--- config.mk ---
export PLATFORM = sky130hd
export DESIGN_NAME = dcache_lookup
export DESIGN_NICKNAME = d
export VERILOG_FILES = /design/src/rtl/dcache_addr_pkg.sv /design/src/rtl/dcache_bus_pkg.sv /design/src/rtl/dcache_lookup.sv
export VERILOG_INCLUDE_DIRS = /design/src /design/src/rtl
export SDC_FILE = /design/constraint.sdc
export NUM_CORES = 1
export LEC_CHECK = 0
export BUFFER_PORTS_ARGS = -buffer_cell sky130_fd_sc_hd__buf_2
export CORE_MARGIN = 2
export CORE_UTILIZATION = 41
export CTS_CLUSTER_SIZE = 20
export DETAILED_ROUTE_END_ITERATION = 10
export PLACE_DENSITY = 0.85
export SETUP_SLACK_MARGIN = 0.1
export SLEW_MARGIN = 25
export SYNTH_ARGS = -nofsm -noshare
export SYNTH_HDL_FRONTEND = slang
export SYNTH_SLANG_ARGS = --single-unit
--- constraint.sdc ---
create_clock -name clk -period 6.97 [get_ports clk]
set_clock_uncertainty 0.2 [all_clocks]
set_input_delay 1.394 -clock clk [delete_from_list [all_inputs] [get_ports clk]]
set_output_delay 1.394 -clock clk [all_outputs]
set_load 0.01 [all_outputs]
--- src/rtl/dcache_settings.svh ---
// data cache geometry and memory credit count, included by the packages and the RTL
`ifndef DCACHE_SETTINGS_SVH
`define DCACHE_SETTINGS_SVH

// byte address width
`define DCACHE_ADDR_W 32

// width of one CPU word
`define DCACHE_WORD_W 32

// one cache line, four words
`define DCACHE_LINE_W 128

// associativity and sets per way
`define DCACHE_WAYS 4
`define DCACHE_SETS 16

// requests the memory side can take before it returns a credit
`define DCACHE_MEM_CREDITS 2

`endif

--- src/rtl/dcache_addr_pkg.sv ---
// address field types and helpers for the data cache, imported by the bus package and the RTL
`include "dcache_settings.svh"

package dcache_addr_pkg;

    localparam int unsigned WORDS_PER_LINE = `DCACHE_LINE_W / `DCACHE_WORD_W;
    localparam int unsigned BYTE_OFF_W = $clog2(`DCACHE_WORD_W / 8);
    localparam int unsigned WORD_OFF_W = $clog2(WORDS_PER_LINE);
    localparam int unsigned LINE_OFF_W = BYTE_OFF_W + WORD_OFF_W;
    localparam int unsigned INDEX_W = $clog2(`DCACHE_SETS);
    localparam int unsigned TAG_W = `DCACHE_ADDR_W - INDEX_W - LINE_OFF_W;

    typedef logic [`DCACHE_ADDR_W-1:0] addr_t;
    typedef logic [INDEX_W-1:0] index_t;
    typedef logic [WORD_OFF_W-1:0] offset_t;
    typedef logic [TAG_W-1:0] tag_t;
    typedef logic [`DCACHE_WAYS-1:0] way_sel_t;
    typedef logic [$clog2(`DCACHE_WAYS)-1:0] way_idx_t;

    // line address, tag on top
    typedef struct packed {
        tag_t   tag;
        index_t index;
    } label_t;

    function automatic tag_t get_tag(addr_t addr);
        return addr[`DCACHE_ADDR_W-1 -: TAG_W];
    endfunction

    function automatic index_t get_index(addr_t addr);
        return addr[LINE_OFF_W +: INDEX_W];
    endfunction

    function automatic offset_t get_offset(addr_t addr);
        return addr[BYTE_OFF_W +: WORD_OFF_W];
    endfunction

    function automatic label_t get_label(addr_t addr);
        return addr[`DCACHE_ADDR_W-1 -: TAG_W + INDEX_W];
    endfunction

endpackage

--- src/rtl/dcache_bus_pkg.sv ---
// request, response and tag entry structs of the CPU and memory ports, imported by the RTL
`include "dcache_settings.svh"

package dcache_bus_pkg;

    import dcache_addr_pkg::*;

    typedef logic [`DCACHE_WORD_W-1:0] word_t;
    typedef logic [`DCACHE_WORD_W/8-1:0] be_t;

    // word 0 sits in the low bits
    typedef word_t [WORDS_PER_LINE-1:0] line_t;

    typedef struct packed {
        logic  valid;
        logic  write;
        addr_t addr;
        word_t wdata;
        be_t   be;
    } cpu_req_t;

    typedef struct packed {
        logic  valid;
        word_t rdata;
    } cpu_resp_t;

    // writeback carries data, refill only the label
    typedef struct packed {
        logic   valid;
        logic   write;
        label_t label;
        line_t  data;
    } mem_req_t;

    typedef struct packed {
        logic  valid;
        line_t data;
    } mem_resp_t;

    typedef struct packed {
        logic valid;
        logic dirty;
        tag_t tag;
    } tag_entry_t;

endpackage

--- src/rtl/dcache_lookup.sv ---
// lookup stage of the data cache, holds the accepted request and picks the array read index
`include "dcache_settings.svh"

module dcache_lookup (
    input  logic                     clk,
    input  logic                     rst,
    input  dcache_bus_pkg::cpu_req_t cpu_req_i,
    input  logic                     ready_i,
    output dcache_addr_pkg::index_t  rd_index_o,
    output dcache_bus_pkg::cpu_req_t stage_req_o
);

    import dcache_addr_pkg::*;

    // stalled: keep reading the set of the held request
    assign rd_index_o = ready_i ? get_index(cpu_req_i.addr) : get_index(stage_req_o.addr);

    always_ff @(posedge clk) begin
        if (rst) begin
            stage_req_o.valid <= 1'b0;
        end else if (ready_i) begin
            // valid low here when nothing was accepted
            stage_req_o <= cpu_req_i;
        end
    end

endmodule

==> results.py <==
metrics = {
    "synthesis": {
        "synth_most_common_cell": "edfxtp_1",
        "synth.avg_cell_area_sq_um": 28.0,
        "synth-seq-cells": 70,
        "synth_top_area_share": 0.949,
        "synth_nets": 151,
        "synth_common_cells": "edfxtp_1 (69), mux2_4 (4)",
        "ys_seq_area_frac": 0.958,
        "synthCells": 78,
        "synth_flop_cell": "edfxtp_1",
        "synth_edf_count": 69,
        "synthTopCellsByArea": "edfxtp_1 (95%), mux2_4 (2.8%), dfxtp_1 (0.92%)",
        "async_reset_ff_frac": 0,
        "post-synth-top-area-cell": "edfxtp_1",
        "netlist_area_sq_um": 2180,
        "yosys.cell_types.count": 7,
        "yosys_warnings": 0,
    },
    "setup_path": {
        "cp.required_ps": 5380,
        "cp.arrival_ps": 2040,
        "reg2reg_slack_ps": 6190,
        "endpoint_kind": "primary output",
        "crit_path_start_kind": "input port",
        "crit_type": "input port to primary output",
        "path_max_fanout": 6,
    },
    "sta": {
        "max_slew.worst_pin.slew_ps": 815,
        "finalSetupTns_ps": 0,
        "clock.fmax_ghz": 0.275,
        "final-max-slew-violation-count": 0,
        "slew_headroom": 0.455,
        "final_hold_viol_count": 0,
        "whs_ps": 306,
        "period_share": 0.522,
        "setup_viol": 0,
        "grt_setup_unrepaired": "false",
        "period_needed_ps": 3640,
    },
    "min_path": {
        "hold_class": "flop to flop",
    },
    "clock_network": {
        "cts_tree": "yes",
        "clockRootBuffer": "clkbuf_8",
        "clockBufferDepth": 2,
        "cts_resized": 0,
        "clock_latency_ps": 320,
        "cts_sinks": 70,
        "cts_hold_buf": 0,
        "path_clk_slew_ps": 70,
        "htreeDepth": 3,
        "cts_made_buffers": 9,
        "cts_setup_buffers": 0,
    },
    "global_route": {
        "grt_pass1_wl_mm": 6.63,
        "track_usage": 0.155,
        "grt_max_degree": 39,
        "antenna_found_initial": 0,
        "overflow": 0,
        "grt_pass1_vias": 1378,
    },
    "floorplanning": {
        "die_area_sq_um": 5930,
        "start_util": 0.427,
        "io_pins": 147,
        "core-area_sq_um": 5110,
        "die_w_um": 77.0,
        "num_rows": 26,
        "fp.dieH_um": 77.0,
    },
    "place": {
        "port_buffers": 146,
        "place_congestion": 0.720,
        "dp_hpwl_mm": 3.38,
    },
    "run": {
        "maxCapViolCount": 0,
    },
    "final_layout": {
        "top_register": "stage_req_o",
        "num_antenna_cells": 0,
        "final_util": 0.623,
        "largest_reg_flops": 70,
        "synthToLayoutAreaGrowth_pct": 45.8,
        "reg.largest.list": "stage_req_o: 70 flops",
        "nFillCells": 403,
        "final_nets": 308,
        "drive_gt1_frac": 0.690,
    },
    "power_and_ir_drop": {
        "peakVddDrop_mv": 0.147,
        "power_density_nw_per_um2": 273,
        "p_leak_uw": 0.00137,
        "total_power_uw": 870,
    },
    "detailed_routing": {
        "drt_first_pass_iters": 4,
        "drc": 0,
        "routed_wl_mm": 4.41,
        "wl_per_cell_um": 14.3,
        "antenna_left": 0,
        "dr.first_iter.drc_count": 70,
        "num_vias": 1330,
        "via_per_inst": 4.30,
        "wl_met3_um": 367,
        "wl_met1_mm": 1.59,
        "highest_layer": "met4",
        "wl_met2_mm": 2.33,
    },
    "run_status": {
        "status": "finished clean",
    },
}
## where the power goes
part	internal, uW	leakage (uW)	total (uW)	switching (uW)
Sequential	494	0.000656	501	6.70
Combinational	36.5	0.000628	76.7	40.2
Clock	161	0.0000896	293	132
Total	691	0.00137	870	179
## kinds of logic (layout without fill, tap and decap cells)
group                  after synthesis  count (layout)  share of synthesized area
buffers and inverters                1             162                    0.00516
and+or+nand+nor                      2               2                    0.00458
DFF                                 70              70                      0.958
muxes                                5               5                     0.0321
## final timing paths
path	startpoint	endpoint	cells past startpoint
max reg2reg	stage_req_o[69]	stage_req_o[69]	2
min	stage_req_o[69]	stage_req_o[69]	2
min reg2reg	stage_req_o[69]	stage_req_o[69]	2
max	ready_i	rd_index_o[1]	3
## critical path, cell delays in order
cell    delay (ps)
buf_2          190
mux2_4         320
buf_2          140
## cell usage in the layout (no fill, tap or decap)
cell type	Yosys	final
buf_2	0	146
buf_4	0	1
bufinv_16	0	1
clkbuf_1	0	1
clkbuf_8	0	9
clkinv_1	0	1
clkinv_2	0	2
clkinvlp_4	0	1
dfxtp_1	1	1
edfxtp_1	69	69
mux2_4	4	4
mux2i_1	1	1
nor2_1	1	1
nor2b_4	0	1
## final cells by class
type | instances | area (sq um) | share of cell area
clock buffer | 10 | 128 | 0.0401
clock inverter | 5 | 51.3 | 0.0161
multi-input combinational | 7 | 87.6 | 0.0275
sequential | 70 | 2090 | 0.657
tap | 70 | 87.6 | 0.0275
timing repair buffer | 147 | 738 | 0.232
## through the flow
stage	instance area (sq um)	worst slack, ps	std cells
after floorplan	2180	1670	78
after global placement	3010	3360	294
after detailed placement	3010	3340	294
after CTS	3180	3340	309
after global routing	3180	3310	309
final	3180	3330	309
## per-layer routing
layer / global-route usage / up-vias
li1: - / 624
met1: 0.160 / 615
met2: 0.251 / 81
met3: 0.0588 / 10
met4: 0.121 / 0
met5: 0 / -
Power figures use the tool's default switching activity.
