===== config.mk =====
export PLATFORM = sky130hd
export DESIGN_NAME = dcache_way
export DESIGN_NICKNAME = d
export VERILOG_FILES = /design/src/rtl/dcache_addr_pkg.sv /design/src/rtl/dcache_bus_pkg.sv /design/src/rtl/dcache_way.sv
export VERILOG_INCLUDE_DIRS = /design/src /design/src/rtl
export SDC_FILE = /design/constraint.sdc
export NUM_CORES = 2
export LEC_CHECK = 0
export BUFFER_PORTS_ARGS = -buffer_cell sky130_fd_sc_hd__buf_2
export CELL_PAD_IN_SITES_DETAIL_PLACEMENT = 2
export CELL_PAD_IN_SITES_GLOBAL_PLACEMENT = 2
export CORE_MARGIN = 3
export CORE_UTILIZATION = 25
export CTS_BUF_LIST = sky130_fd_sc_hd__clkbuf_4
export CTS_CLUSTER_DIAMETER = 30
export DETAILED_ROUTE_END_ITERATION = 10
export HOLD_SLACK_MARGIN = 0.08
export PLACE_DENSITY = 0.43
export REMOVE_ABC_BUFFERS = 1
export SYNTH_ARGS = -nofsm -noshare
export SYNTH_HDL_FRONTEND = slang
export SYNTH_SLANG_ARGS = --single-unit
export TNS_END_PERCENT = 20

===== constraint.sdc =====
create_clock -name clk -period 16.2 [get_ports clk]
set_clock_uncertainty 0.05 [all_clocks]
set_input_delay 1.62 -clock clk [delete_from_list [all_inputs] [get_ports clk]]
set_output_delay 1.62 -clock clk [all_outputs]
set_load 0.02 [all_outputs]

===== src/rtl/dcache_settings.svh =====
// data cache geometry and memory credit count, included by the packages and the RTL
`ifndef DCACHE_SETTINGS_SVH
`define DCACHE_SETTINGS_SVH

// byte address width
`define DCACHE_ADDR_W 32

// width of one CPU word
`define DCACHE_WORD_W 32

// one cache line, four words
`define DCACHE_LINE_W 128

// associativity and sets per way
`define DCACHE_WAYS 4
`define DCACHE_SETS 16

// requests the memory side can take before it returns a credit
`define DCACHE_MEM_CREDITS 2

`endif


===== src/rtl/dcache_addr_pkg.sv =====
// address field types and helpers for the data cache, imported by the bus package and the RTL
`include "dcache_settings.svh"

package dcache_addr_pkg;

    localparam int unsigned WORDS_PER_LINE = `DCACHE_LINE_W / `DCACHE_WORD_W;
    localparam int unsigned BYTE_OFF_W = $clog2(`DCACHE_WORD_W / 8);
    localparam int unsigned WORD_OFF_W = $clog2(WORDS_PER_LINE);
    localparam int unsigned LINE_OFF_W = BYTE_OFF_W + WORD_OFF_W;
    localparam int unsigned INDEX_W = $clog2(`DCACHE_SETS);
    localparam int unsigned TAG_W = `DCACHE_ADDR_W - INDEX_W - LINE_OFF_W;

    typedef logic [`DCACHE_ADDR_W-1:0] addr_t;
    typedef logic [INDEX_W-1:0] index_t;
    typedef logic [WORD_OFF_W-1:0] offset_t;
    typedef logic [TAG_W-1:0] tag_t;
    typedef logic [`DCACHE_WAYS-1:0] way_sel_t;
    typedef logic [$clog2(`DCACHE_WAYS)-1:0] way_idx_t;

    // line address, tag on top
    typedef struct packed {
        tag_t   tag;
        index_t index;
    } label_t;

    function automatic tag_t get_tag(addr_t addr);
        return addr[`DCACHE_ADDR_W-1 -: TAG_W];
    endfunction

    function automatic index_t get_index(addr_t addr);
        return addr[LINE_OFF_W +: INDEX_W];
    endfunction

    function automatic offset_t get_offset(addr_t addr);
        return addr[BYTE_OFF_W +: WORD_OFF_W];
    endfunction

    function automatic label_t get_label(addr_t addr);
        return addr[`DCACHE_ADDR_W-1 -: TAG_W + INDEX_W];
    endfunction

endpackage


===== src/rtl/dcache_bus_pkg.sv =====
// request, response and tag entry structs of the CPU and memory ports, imported by the RTL
`include "dcache_settings.svh"

package dcache_bus_pkg;

    import dcache_addr_pkg::*;

    typedef logic [`DCACHE_WORD_W-1:0] word_t;
    typedef logic [`DCACHE_WORD_W/8-1:0] be_t;

    // word 0 sits in the low bits
    typedef word_t [WORDS_PER_LINE-1:0] line_t;

    typedef struct packed {
        logic  valid;
        logic  write;
        addr_t addr;
        word_t wdata;
        be_t   be;
    } cpu_req_t;

    typedef struct packed {
        logic  valid;
        word_t rdata;
    } cpu_resp_t;

    // writeback carries data, refill only the label
    typedef struct packed {
        logic   valid;
        logic   write;
        label_t label;
        line_t  data;
    } mem_req_t;

    typedef struct packed {
        logic  valid;
        line_t data;
    } mem_resp_t;

    typedef struct packed {
        logic valid;
        logic dirty;
        tag_t tag;
    } tag_entry_t;

endpackage


===== src/rtl/dcache_way.sv =====
// one way of the data cache, tag and line arrays with read-first sync read and tag compare
`include "dcache_settings.svh"

module dcache_way (
    input  logic                       clk,
    input  dcache_addr_pkg::index_t    rd_index_i,
    input  dcache_addr_pkg::tag_t      lookup_tag_i,
    input  logic                       we_i,
    input  dcache_addr_pkg::index_t    wr_index_i,
    input  dcache_bus_pkg::tag_entry_t wr_entry_i,
    input  dcache_bus_pkg::line_t      wr_line_i,
    output logic                       hit_o,
    output dcache_bus_pkg::tag_entry_t entry_o,
    output dcache_bus_pkg::line_t      line_o
);

    import dcache_bus_pkg::*;

    tag_entry_t tag_mem [`DCACHE_SETS];
    line_t      line_mem [`DCACHE_SETS];

    always_ff @(posedge clk) begin
        if (we_i) begin
            tag_mem[wr_index_i]  <= wr_entry_i;
            line_mem[wr_index_i] <= wr_line_i;
        end
    end

    // a write to the same set shows up one cycle later
    always_ff @(posedge clk) begin
        entry_o <= tag_mem[rd_index_i];
        line_o  <= line_mem[rd_index_i];
    end

    assign hit_o = entry_o.valid && (entry_o.tag == lookup_tag_i);

endmodule


==> flow_summary.html <==
<table>
<tr><th>Metric</th><th>Value</th></tr>
<tr><th colspan="2">Floorplanning</th></tr>
<tr><td>Floorplan die area</td><td>391000 sq um</td></tr>
<tr><td>IO Pins</td><td>343</td></tr>
<tr><td>Die extent in x</td><td>625 um</td></tr>
<tr><td>Initial core utilization</td><td>25.2%</td></tr>
<tr><td>Core Region</td><td>380000 sq um</td></tr>
<tr><td>Standard-cell rows</td><td>226</td></tr>
<tr><td>Vert. Die Dim</td><td>625 um</td></tr>
<tr><th colspan="2">Power and ir drop</th></tr>
<tr><td>Power per Cell Area</td><td>130 nW/um^2</td></tr>
<tr><td>Internal power</td><td>11300 uW</td></tr>
<tr><td>Fraction of power consumed by sequential logic</td><td>51.4%</td></tr>
<tr><td>Leakage component of the power</td><td>0.0375 uW</td></tr>
<tr><td>P_sw</td><td>3570 uW</td></tr>
<tr><td>Fraction of power consumed by the clock network</td><td>43.5%</td></tr>
<tr><td>VDD IR-drop max</td><td>0.0000655 V</td></tr>
<tr><td>Net switching fraction of the power</td><td>24.0%</td></tr>
<tr><td>Combinational fraction of design power</td><td>5.1%</td></tr>
<tr><th colspan="2">Clock tree</th></tr>
<tr><td>Post-CTS Repair Setup Buffers</td><td>0</td></tr>
<tr><td>Worst-path clk slew</td><td>0.07 ns</td></tr>
<tr><td>Total clock sinks</td><td>2618</td></tr>
<tr><td>Num CTS Buffers</td><td>781</td></tr>
<tr><td>Clock tree buffer depth</td><td>4</td></tr>
<tr><td>H-tree Lvls</td><td>6</td></tr>
<tr><td>Worst-Skew Late Latency</td><td>1.53 ns</td></tr>
<tr><td>CTS tree</td><td>yes</td></tr>
<tr><td>Buffer type at the clock tree root</td><td>clkbuf_4</td></tr>
<tr><th colspan="2">Hold path</th></tr>
<tr><td>Worst min-delay path category</td><td>in2reg</td></tr>
<tr><td>Startpoint of the worst hold path</td><td>wr_line_i[89]</td></tr>
<tr><td>Min-Delay Path Depth</td><td>1</td></tr>
<tr><th colspan="2">Synth</th></tr>
<tr><td>Average size of a mapped cell</td><td>23.4 sq um</td></tr>
<tr><td>Cell variety after synth</td><td>33</td></tr>
<tr><td>Syn Std Cell Area</td><td>95800 sq um</td></tr>
<tr><td>Synthesized instance count</td><td>4090</td></tr>
<tr><td>Share of the yosys chip area belonging to registers</td><td>80.4%</td></tr>
<tr><td>Flops &amp; latches, synth</td><td>2618</td></tr>
<tr><td>Number of warning messages in the yosys log</td><td>0</td></tr>
<tr><th colspan="2">Timing</th></tr>
<tr><td>Final hold violations</td><td>0</td></tr>
<tr><td>Worst Hold Margin</td><td>0.425 ns</td></tr>
<tr><td>Setup violation total in the final timing report</td><td>0</td></tr>
<tr><td>Total count of max-transition violations in the final report</td><td>0</td></tr>
<tr><td>Share of the clock period used by the worst path after layout</td><td>39.3%</td></tr>
<tr><td>Transition time of the tightest slew-check pin</td><td>1.31 ns</td></tr>
<tr><td>Maximum clock rate</td><td>0.157 GHz</td></tr>
<tr><td>Headroom to the max-slew limit</td><td>11.8%</td></tr>
<tr><td>Fin worst setup slack</td><td>9.84 ns</td></tr>
<tr><td>Clock period minus final worst setup slack</td><td>6.36 ns</td></tr>
<tr><td>RSZ-0062 raised after global routing</td><td>no</td></tr>
<tr><td>Aggregate negative setup slack</td><td>0 ns</td></tr>
<tr><th colspan="2">Cells and area</th></tr>
<tr><td>Count of filler cells inserted in the layout</td><td>38106</td></tr>
<tr><td>Most frequent cells in the layout</td><td>edfxtp_1, clkbuf_4, mux4_2</td></tr>
<tr><td>Most common cell after layout, fill and taps aside</td><td>edfxtp_1</td></tr>
<tr><td>Area delta synth-&gt;final</td><td>19.3%</td></tr>
<tr><td>Fin nets</td><td>5316</td></tr>
<tr><td>Sequential cell area</td><td>77100 sq um</td></tr>
<tr><td>Multi-input gate area in the final layout</td><td>17700 sq um</td></tr>
<tr><td>Fraction of layout cells with a size suffix above 1</td><td>40.6%</td></tr>
<tr><th colspan="2">Worst setup path</th></tr>
<tr><td>Worst reg2reg startpoint</td><td>line_mem[5][70]</td></tr>
<tr><td>Beginning of the critical path</td><td>entry_o[16]</td></tr>
<tr><td>Reg2reg end</td><td>line_o[70]</td></tr>
<tr><td>CP endpoint kind</td><td>output port</td></tr>
<tr><td>Category of the most critical setup path</td><td>reg2out</td></tr>
<tr><td>Critical Path Sink</td><td>hit_o</td></tr>
<tr><td>Largest fanout on the critical path</td><td>2</td></tr>
<tr><td>Internal reg-to-reg setup slack</td><td>14.53 ns</td></tr>
<tr><td>Startpoint type of the worst setup path</td><td>flip-flop</td></tr>
<tr><td>Data required time at the worst endpoint</td><td>14.53 ns</td></tr>
<tr><td>Data arrival time of the critical path</td><td>4.69 ns</td></tr>
<tr><td>Count of cells along the worst register-to-register path</td><td>4</td></tr>
<tr><th colspan="2">GRT</th></tr>
<tr><td>Total global routing overflow</td><td>0</td></tr>
<tr><td>Number of global-route vias before repair</td><td>55469</td></tr>
<tr><td>Overall fraction of global-route tracks in use</td><td>15.0%</td></tr>
<tr><td>Antenna violations before repair</td><td>95</td></tr>
<tr><td>First-pass GRT wire length</td><td>416000 um</td></tr>
<tr><td>Pin count of the biggest net entering global routing</td><td>125</td></tr>
<tr><th colspan="2">Placement</th></tr>
<tr><td>Post-detailed-placement half-perimeter wirelength</td><td>151000 um</td></tr>
<tr><td>Worst setup slack before clock tree synthesis</td><td>9.69 ns</td></tr>
<tr><td>Port Buffers</td><td>342</td></tr>
<tr><td>Last weighted congestion value of the routability-driven placer</td><td>0.671</td></tr>
<tr><th colspan="2">Detailed routing</th></tr>
<tr><td>Routed WL per cell</td><td>27.3 um</td></tr>
<tr><td>Routed vias</td><td>47840</td></tr>
<tr><td>Drt first-iter violations</td><td>2850</td></tr>
<tr><td>Final wirelength</td><td>295000 um</td></tr>
<tr><td>Per-cell via count in the routed design</td><td>4.42</td></tr>
<tr><td>DRC violations left</td><td>0</td></tr>
<tr><td>ANT nets after route</td><td>0</td></tr>
<tr><td>First-pass detailed-route iteration total</td><td>5</td></tr>
<tr><th colspan="2">Run status</th></tr>
<tr><td>Result of the run</td><td>finished clean</td></tr>
<tr><th colspan="2">Run</th></tr>
<tr><td>Max-cap violations</td><td>0</td></tr>
</table>
[how the worst min path moves through the flow]
stage | slack, ns | end
6_report | 0.43 | line_mem[4][89]
5_1_grt | 0.23 | line_mem[14][78]
4_1_cts | 0.08 | line_mem[14][78]
3_5_place_dp | 0.53 | line_o[110]
3_3_place_gp | 0.53 | line_o[110]
2_1_floorplan | 0.49 | line_o[110]
[cell usage after synthesis]
master / number / area share [%]
nor4_1: 4 / 0.026
nand3_1: 5 / 0.026
nand2_1: 138 / 0.54
nand4_1: 2 / 0.013
a221oi_1: 2 / 0.018
and2_1: 1 / 0.0065
nor3_1: 5 / 0.026
o21ai_1: 2 / 0.010
nand3b_1: 2 / 0.016
buf_1: 19 / 0.074
inv_2: 1 / 0.0039
xor2_1: 15 / 0.14
a22oi_1: 266 / 2.1
and2b_1: 1 / 0.0078
mux2i_1: 105 / 1.1
and2_0: 1 / 0.0065
o22ai_1: 20 / 0.13
buf_8: 2 / 0.031
dfxtp_1: 154 / 3.2
or3b_2: 1 / 0.0091
a21oi_1: 33 / 0.17
nor2b_1: 15 / 0.098
buf_2: 54 / 0.28
a211oi_1: 20 / 0.16
buf_4: 22 / 0.17
o211ai_1: 22 / 0.17
mux4_2: 568 / 13
nand2b_1: 3 / 0.020
buf_6: 38 / 0.45
xnor2_1: 9 / 0.082
nor2_1: 17 / 0.067
clkbuf_1: 79 / 0.31
edfxtp_1: 2464 / 77
[power groups by stage]
stage | clock network (uW) | registers, uW | logic (uW)
after floorplan | 0 | 7830 | 298
after CTS | 6790 | 7660 | 802
final | 6470 | 7650 | 766
after global placement | 0 | 7800 | 785
after global routing | 7170 | 7660 | 840
after detailed placement | 0 | 7800 | 798
[registers in the layout (all words and copies together), names as in the netlist]
register  count
entry_o      26
tag_mem     416
line_mem   2048
line_o      128
[cell type report]
class / count / share of cell area (%)
Antenna cell: 28 / 0.0613
Sequential cell: 2618 / 67.4
Clock buffer: 1155 / 7.58
Tap cell: 5016 / 5.49
Inverter: 1 / 0.00328
Timing Repair Buffer: 469 / 2.53
Clock inverter: 281 / 1.44
Multi-Input combinational cell: 1257 / 15.5
[stage by stage]
stage | power, uW | std cells | cell area [sq um] | util (%)
6_report | 14900 | 10825 | 114000 | 30.1
5_1_grt | 15700 | 10801 | 114000 | 30.1
4_1_cts | 15300 | 10797 | 114000 | 30.0
3_5_place_dp | 8600 | 9347 | 104000 | 27.3
3_3_place_gp | 8580 | 9346 | 104000 | 27.3
2_1_floorplan | 8130 | 3876 | 94600 | -
[timing repair]
action	4_1_cts	5_1_grt
hold buffers	14	0
gates resized for setup	0	0
endpoints found under the hold margin	93	0
endpoints found under the setup margin	0	0
[layer usage]
metal,wire length (um),up-vias,GRT usage (%)
li1,-,20126,-
met1,124000,25777,18.7
met2,148000,1277,25.7
met3,14800,626,3.28
met4,7710,34,4.84
met5,230,-,0
[logic make-up after synthesis]
logic type	count (synthesis)	share of synthesized area [%]
AOI/OAI and AO/OA	365	2.74
and+or+nand+nor	195	0.862
xor gates and xnor gates	24	0.219
buffers and inverters	215	1.32
DFF	2618	80.4
muxes	673	14.4
[critical path, stage by stage (launching register included)]
cell,delay [ns]
dfxtp_1,0.72
xor2_1,0.51
nor4_2,1.18
nand3_1,0.27
nor4_1,0.23
buf_2,0.22
No activity file was read; power rests on OpenSTA's default activity.
