### src/rtl/dcache_settings.svh
// data cache geometry and memory credit count, included by the packages and the RTL
`ifndef DCACHE_SETTINGS_SVH
`define DCACHE_SETTINGS_SVH

// byte address width
`define DCACHE_ADDR_W 32

// width of one CPU word
`define DCACHE_WORD_W 32

// one cache line, four words
`define DCACHE_LINE_W 128

// associativity and sets per way
`define DCACHE_WAYS 4
`define DCACHE_SETS 16

// requests the memory side can take before it returns a credit
`define DCACHE_MEM_CREDITS 2

`endif

### src/rtl/dcache_addr_pkg.sv
// address field types and helpers for the data cache, imported by the bus package and the RTL
`include "dcache_settings.svh"

package dcache_addr_pkg;

    localparam int unsigned WORDS_PER_LINE = `DCACHE_LINE_W / `DCACHE_WORD_W;
    localparam int unsigned BYTE_OFF_W = $clog2(`DCACHE_WORD_W / 8);
    localparam int unsigned WORD_OFF_W = $clog2(WORDS_PER_LINE);
    localparam int unsigned LINE_OFF_W = BYTE_OFF_W + WORD_OFF_W;
    localparam int unsigned INDEX_W = $clog2(`DCACHE_SETS);
    localparam int unsigned TAG_W = `DCACHE_ADDR_W - INDEX_W - LINE_OFF_W;

    typedef logic [`DCACHE_ADDR_W-1:0] addr_t;
    typedef logic [INDEX_W-1:0] index_t;
    typedef logic [WORD_OFF_W-1:0] offset_t;
    typedef logic [TAG_W-1:0] tag_t;
    typedef logic [`DCACHE_WAYS-1:0] way_sel_t;
    typedef logic [$clog2(`DCACHE_WAYS)-1:0] way_idx_t;

    // line address, tag on top
    typedef struct packed {
        tag_t   tag;
        index_t index;
    } label_t;

    function automatic tag_t get_tag(addr_t addr);
        return addr[`DCACHE_ADDR_W-1 -: TAG_W];
    endfunction

    function automatic index_t get_index(addr_t addr);
        return addr[LINE_OFF_W +: INDEX_W];
    endfunction

    function automatic offset_t get_offset(addr_t addr);
        return addr[BYTE_OFF_W +: WORD_OFF_W];
    endfunction

    function automatic label_t get_label(addr_t addr);
        return addr[`DCACHE_ADDR_W-1 -: TAG_W + INDEX_W];
    endfunction

endpackage

### src/rtl/dcache_plru.sv
// tree pseudo-LRU state of every set with victim lookup, used by the cache controller
`include "dcache_settings.svh"

module dcache_plru (
    input  logic                      clk,
    input  logic                      rst,
    input  dcache_addr_pkg::index_t   index_i,
    input  logic                      update_i,
    input  dcache_addr_pkg::way_sel_t access_i,
    output dcache_addr_pkg::way_idx_t victim_o
);

    import dcache_addr_pkg::*;

    localparam int unsigned TREE_W = `DCACHE_WAYS - 1;

    // bit 0 picks the half, bit 1 the way in ways 0-1, bit 2 the way in ways 2-3
    logic [`DCACHE_SETS-1:0][TREE_W-1:0] tree_q;
    logic [TREE_W-1:0] tree_cur;
    way_idx_t acc_way;

    always_comb begin
        acc_way = '0;
        for (int i = 0; i < `DCACHE_WAYS; i++) begin
            if (access_i[i]) begin
                acc_way = way_idx_t'(i);
            end
        end
    end

    assign tree_cur = tree_q[index_i];
    assign victim_o = {tree_cur[0], tree_cur[0] ? tree_cur[2] : tree_cur[1]};

    // point every level on the path away from the accessed way
    always_ff @(posedge clk) begin
        if (rst) begin
            tree_q <= '0;
        end else if (update_i) begin
            tree_q[index_i][0] <= ~acc_way[1];
            if (acc_way[1]) begin
                tree_q[index_i][2] <= ~acc_way[0];
            end else begin
                tree_q[index_i][1] <= ~acc_way[0];
            end
        end
    end

endmodule

### config.mk
export PLATFORM = sky130hd
export DESIGN_NAME = dcache_plru
export DESIGN_NICKNAME = d
export VERILOG_FILES = /design/src/rtl/dcache_addr_pkg.sv /design/src/rtl/dcache_plru.sv
export VERILOG_INCLUDE_DIRS = /design/src /design/src/rtl
export SDC_FILE = /design/constraint.sdc
export NUM_CORES = 1
export LEC_CHECK = 0
export ABC_AREA = 0
export BUFFER_PORTS_ARGS = -buffer_cell sky130_fd_sc_hd__buf_2
export CAP_MARGIN = 20
export CELL_PAD_IN_SITES_DETAIL_PLACEMENT = 1
export CELL_PAD_IN_SITES_GLOBAL_PLACEMENT = 2
export CORE_MARGIN = 4
export CORE_UTILIZATION = 30
export CTS_CLUSTER_SIZE = 25
export DETAILED_ROUTE_END_ITERATION = 12
export GPL_TIMING_DRIVEN = 0
export MAX_ROUTING_LAYER = met4
export PLACE_DENSITY = 0.75
export RECOVER_POWER = 25
export SLEW_MARGIN = 5
export SYNTH_ARGS = -nofsm -noshare
export SYNTH_HDL_FRONTEND = slang
export SYNTH_SLANG_ARGS = --single-unit
### constraint.sdc
create_clock -name clk -period 2.5 [get_ports clk]
set_input_delay 0.5 -clock clk [delete_from_list [all_inputs] [get_ports clk]]
set_output_delay 0.5 -clock clk [all_outputs]
set_load 0.05 [all_outputs]
==> run_results.csv, run 1 <==
group,metric,value,unit
logic_synthesis,synth_cells,248,
sta,fin_ws,0.0258,ns
drt,wl,7450,um
clock_tree,clkTransAtPathRegs,0.09,ns
sta,post-route-min-period,2.47,ns
logic_synthesis,synth_seq_cells,48,
sta,setup_viol,0,
final_layout,final_layout_size_suffix_gt1_frac,0.207,
final_layout,synthToLayoutAreaGrowth,16.1,%
drt,drt_iter0_markers,76,
pwr,p_clk_frac,0.346,
drt,drt-vias-per-instance,5.32,
global_route,first_global_vias,2099,
pwr,totalPowerFinal,1.43,mW
sta,holdWs,0.450,ns
logic_synthesis,syn_avg_cell_area,9.77,sq um
logic_synthesis,synth_area,2420,sq um
floorplanning,die_h,97.9,um
pwr,seq_power_share,0.539,
final_layout,nets,280,
drt,antenna_left,0,
clock_tree,cts_tree,"done",
floorplanning,io_pins,13,
flow_run,maxCapViolCount,0,
global_route,grt_antenna_before_repair,0,
final_layout,final_core_util,0.360,
drt,dr.pass1.iters,4,
min_path,hold-path-cell-count,2,
pwr,netSwitchingPower,0.383,mW
floorplanning,num_rows,32,
floorplanning,core,7810,sq um
clock_tree,clock_path_buffers,2,
sta,fmax,404,MHz
sta,hold_viol,0,
critical_path,crit_fanout,7,
critical_path,critPathLaunchType,"input pin",
sta,rsz0062_at_grt,"no",
global_route,grt_first_pass_wirelength,11800,um
clock_tree,cts_buffers,5,
pwr,power.share.switching,0.268,
final_layout,largest_register,"tree_q",
logic_synthesis,synth.top_cell.area_share,0.396,
final_layout,largest_registers,"tree_q (48)",
logic_synthesis,synthFlopType,"dfxtp_1",
drt,drc,0,
sta,relSlewSlack,0.249,
drt,num_vias,1978,
outcome,status,"complete, no violations",
critical_path,crit_arrival,1.97,ns
clock_tree,ctsHoldBuffers,0,
drt,avgRoutedWirePerCell,20.0,um
logic_synthesis,synthArstFlopShare,0,
final_layout,largest_reg_flops,48,
logic_synthesis,synth.area.top_cells,"dfxtp_1 (40%), mux2i_1 (11%), mux4_2 (10%), nor2_1 (6.8%), a21oi_1 (3.1%)",
pwr,power.leakage,0.951,nW
final_layout,antennaDiodeCount,0,
sta,worst_pin_slew,1.12,ns
clock_tree,cts.sinks,48,
clock_tree,htree_levels,2,
global_route,grt_overflow,0,
logic_synthesis,synth_edf_count,0,
logic_synthesis,ys_seq_area_frac,0.396,
floorplanning,die_w,97.9,um
critical_path,rr_worst_depth,2,
placement,placed_cells,358,
critical_path,crit_required,2.00,ns
min_path,hold_class,"in2reg",
logic_synthesis,yosys_warnings,0,
sta,skew,0,ns
pwr,ir_drop,0.221,mV
placement,dp_slack,-0.251,ns
critical_path,end_kind,"primary output",
floorplanning,die-area,9580,sq um
placement,dpl.hpwl,5220,um
pwr,comb_power_share,0.115,
sta,period_share,0.990,
logic_synthesis,synth_top_cell_by_area,"dfxtp_1",
sta,maxSlewViolCount,0,
pwr,p_per_area,508,nW/um^2
placement,globalplace.congestion,0.831,
clock_tree,cts_root_buffer,"clkbuf_8",
logic_synthesis,yosys-top-cells-count,"dfxtp_1 (48), nor2_1 (44), mux2i_1 (26)",
clock_tree,insertion_delay,0.30,ns
global_route,grt_max_degree,15,
logic_synthesis,yosysMostFrequentCell,"dfxtp_1",
global_route,track_usage,0.163,
critical_path,critPathKind,"in2out",
pwr,internal_power,1.05,mW
logic_synthesis,synthesis.nets,259,
logic_synthesis,yosysUniqueCellTypes,36,
floorplanning,initial_core_util,0.310,
final_layout,fin_cells,372,
placement,portBuffers,8,
per-stage QoR:
stage | area, sq um | TNS, ns
2_1_floorplan | 2440 | 0
3_3_place_gp | 2600 | -0.256
5_1_grt | 2810 | 0
4_1_cts | 2770 | 0
6_report | 2810 | 0
3_5_place_dp | 2600 | -0.251
worst max-delay path, stage by stage:
cell and delay (ns):
buf_12 0.11, buf_12 0.12, mux4_2 0.51, a22oi_2 0.16, nand3_1 0.11, mux2_4 0.29, buf_8 0.15
power by group through the flow:
stage          Combinational, mW  Sequential [mW]  Clock [mW]
2_1_floorplan             0.0960            0.787           0
3_3_place_gp               0.146            0.788           0
3_5_place_dp               0.146            0.788           0
4_1_cts                    0.160            0.770       0.508
5_1_grt                    0.176            0.771       0.532
6_report                   0.165            0.770       0.494
cells in the final DEF, fill, tap and decap left out, drive strengths merged, types with 5 or more instances in the layout:
cell type	n
a211oi	5
clkbuf	23
o21a	6
nor2	45
buf	19
nand3	10
mux2i	26
nand2	8
nor3	19
o21ai	5
dfxtp	48
mux4	12
a21oi	15
layout make-up:
| cell class | count | area (sq um) |
|---|---|---|
| Tap cell | 102 | 128 |
| Clock buffer | 6 | 82.6 |
| Clock inverter | 2 | 10.0 |
| Fill cell | 923 | 4990 |
| Buffer | 22 | 158 |
| Timing Repair Buffer | 14 | 106 |
| Multi-Input combinational cell | 178 | 1370 |
| Sequential cell | 48 | 961 |
repair_timing:
action | in CTS | in global routing
resized for setup | 17 | 9
endpoints found under the setup margin | 1 | 1
hold endpoints to repair | 0 | 0
pin swaps | 3 | 6
setup buffers | 2 | 4
worst paths after layout:
path / from / slack [ns] / endpoint
min: access_i[1] / 0.45 / tree_q[1]$_SDFFE_PP0P_
max reg2reg: tree_q[25]$_SDFFE_PP0P_ / 1.72 / tree_q[25]$_SDFFE_PP0P_
min reg2reg: tree_q[6]$_SDFFE_PP0P_ / 0.47 / tree_q[6]$_SDFFE_PP0P_
max: index_i[0] / 0.03 / victim_o[0]
routing by layer:
metal,wire length (um),global-route usage,share of wire
met1,3610,0.214,0.48
met2,3520,0.266,0.47
met3,252,0.0200,0.034
met4,68,0.0447,0.0091
met5,0,-,0
cells by family (layout without fill, tap and decap cells):
| logic type | Yosys count | after routing | share of synthesized area |
|---|---|---|---|
| buf+inv | 22 | 44 | 0.0470 |
| mux | 39 | 39 | 0.227 |
| simple gates | 101 | 101 | 0.231 |
| flops | 48 | 48 | 0.396 |
| compound gates | 38 | 38 | 0.0986 |
No activity file was read; power rests on OpenSTA's default activity.
==> inputs of run 2 (changes only) <==
--- a/config.mk
+++ b/config.mk
@@ -9,7 +9,7 @@
 export ABC_AREA = 0
 export BUFFER_PORTS_ARGS = -buffer_cell sky130_fd_sc_hd__buf_2
 export CAP_MARGIN = 20
-export CELL_PAD_IN_SITES_DETAIL_PLACEMENT = 1
+export CELL_PAD_IN_SITES_DETAIL_PLACEMENT = 0
 export CELL_PAD_IN_SITES_GLOBAL_PLACEMENT = 2
 export CORE_MARGIN = 4
 export CORE_UTILIZATION = 30
==> run 2 against run 1 <==
- non-clock buffer count rose by 1
- critical endpoint unchanged
- via count decreased by 3.9%
- combinational power barely moved
==> run_results.csv, run 2 (synthesis gave the netlist of run 1 again) <==
group,metric,value,unit
outcome,status,"complete, no violations",
critical_path,cp_top_family,"multiplexers",
critical_path,critPathLaunchType,"input pin",
pwr,power.leakage,0.978,nW
sta,post-route-min-period,2.50,ns
global_route,grt_first_pass_wirelength,11300,um
drt,antenna_left,0,
global_route,track_usage,0.157,
global_route,first_global_vias,1976,
drt,wl,7020,um
final_layout,final_cell_mix,"dfxtp_1 (48), nor2_1 (45), mux2i_1 (26), nor3_1 (15), a21oi_1 (15)",
sta,rsz0062_at_grt,"yes",
floorplanning,io_pins,13,
min_path,hold_class,"in2reg",
sta,holdWs,0.445,ns
final_layout,synthToLayoutAreaGrowth,17.7,%
final_layout,seqCellArea,961,sq um
critical_path,crit_path_cell_trace,"buf_4 > buf_12 > buf_12 > mux4_2 > a22oi_2 > nand3_1 > mux2_4 > buf_8",
floorplanning,initial_core_util,0.310,
final_layout,antennaDiodeCount,0,
critical_path,cp.buffers_inverters,4,
final_layout,largest_register,"tree_q",
floorplanning,num_rows,32,
placement,dpl.hpwl,4880,um
final_layout,layout_commonest_cell,"dfxtp_1",
global_route,grt_max_degree,15,
clock_tree,ctsHoldBuffers,0,
critical_path,slowest_stage,"mux4_2",
sta,fmax,400,MHz
global_route,grt_antenna_before_repair,0,
clock_tree,clock_path_buffers,2,
drt,drt_iter0_markers,100,
sta,relSlewSlack,0.487,
sta,worst_pin_slew,0.766,ns
final_layout,n_fill_cell,813,
final_layout,nets,281,
sta,hold_viol,0,
placement,placed_cells,358,
clock_tree,cts_buffers,5,
clock_tree,insertion_delay,0.29,ns
sta,setup_viol,0,
critical_path,end_kind,"primary output",
clock_tree,cts_root_buffer,"clkbuf_8",
critical_path,critPathKind,"in2out",
floorplanning,die_w,97.9,um
global_route,grt_overflow,0,
final_layout,largest_registers,"tree_q (48)",
floorplanning,die-area,9580,sq um
final_layout,final_layout_size_suffix_gt1_frac,0.207,
critical_path,cp_common_cell,"buf_12",
placement,portBuffers,8,
floorplanning,core,7810,sq um
drt,drt-vias-per-instance,5.09,
final_layout,final_core_util,0.365,
drt,avgRoutedWirePerCell,18.8,um
critical_path,crit_arrival,2.00,ns
clock_tree,htree_levels,2,
final_layout,multiInputGateArea,1360,sq um
sta,maxSlewViolCount,0,
critical_path,crit_required,2.00,ns
pwr,totalPowerFinal,1.55,mW
drt,drc,0,
pwr,ir_drop,0.196,mV
sta,period_share,0.999,
critical_path,crit_fanout,9,
sta,skew,0,ns
final_layout,largest_reg_flops,48,
drt,num_vias,1900,
floorplanning,die_h,97.9,um
flow_run,maxCapViolCount,0,
final_layout,fin_cells,373,
clock_tree,cts_tree,"done",
drt,dr.pass1.iters,4,
critical_path,slowest_delay,0.29,ns
clock_tree,cts.sinks,48,
placement,globalplace.congestion,0.831,
pwr,p_per_area,545,nW/um^2
clock_tree,clkTransAtPathRegs,0.09,ns
-- run 2: cell count changes in the layout (fill, tap and decap cells not counted), moves of 2 or more --
| cell | before | now |
|---|---|---|
| clkinv_2 | 2 | 0 |
| buf_4 | 7 | 9 |
| nand3_1 | 7 | 9 |
| buf_2 | 5 | 8 |
| nand3_2 | 2 | 0 |
| clkbuf_1 | 16 | 13 |
-- run 2: worst reg2reg max path, cell delays in order, from the launching register on --
cell      delay, ns
dfxtp_1        0.38
a21oi_1        0.06
a311oi_1       0.25
-- run 2: path summary, 6_finish.rpt --
| kind | from | to | slack (ns) | cells after the start |
|---|---|---|---|---|
| worst min-delay path | access_i[1] | tree_q[1]$_SDFFE_PP0P_ | 0.45 | 2 |
| worst max register to register | tree_q[25]$_SDFFE_PP0P_ | tree_q[25]$_SDFFE_PP0P_ | 1.74 | 2 |
| worst max-delay path | index_i[1] | victim_o[0] | 0.003 | 8 |
| worst min register to register | tree_q[6]$_SDFFE_PP0P_ | tree_q[6]$_SDFFE_PP0P_ | 0.47 | 2 |
-- run 2: per-layer routing --
layer  vias up  wire length, um  global-route usage
met2        53             3190               0.235
met5         -                0                   -
li1        941                -                   -
met3         9              409              0.0279
met1       897             3300               0.214
met4         0              121              0.0501
-- run 2: where the power goes --
group	total [mW]	internal, mW	leakage (nW)	switching [mW]
Clock	0.618	0.353	0.0645	0.265
Sequential	0.770	0.768	0.387	0.00232
Combinational	0.166	0.0602	0.527	0.106
Total	1.55	1.18	0.978	0.373
-- run 2: cell type report --
cell class / count / share of cell area
multi-input combinational: 178 / 0.475
sequential: 48 / 0.337
buffer: 22 / 0.0557
tap: 102 / 0.0448
timing repair buffer: 15 / 0.0430
clock buffer: 7 / 0.0338
clock inverter: 1 / 0.0105
-- run 2: repair_timing --
item | in CTS | in global routing
buffers inserted | 2 | 4
pin swaps | 1 | 2
gates resized for setup | 16 | 4
gates cloned | 0 | 1
setup endpoints to repair | 1 | 1
-- run 2: metrics by stage --
step | setup slack (ns) | setup TNS, ns | area (sq um)
2_1_floorplan | 0.0378 | 0 | 2440
3_3_place_gp | -0.256 | -0.256 | 2600
3_5_place_dp | -0.240 | -0.240 | 2600
4_1_cts | 0.00833 | 0 | 2800
5_1_grt | -0.0209 | -0.0209 | 2850
6_report | 0.00255 | 0 | 2850
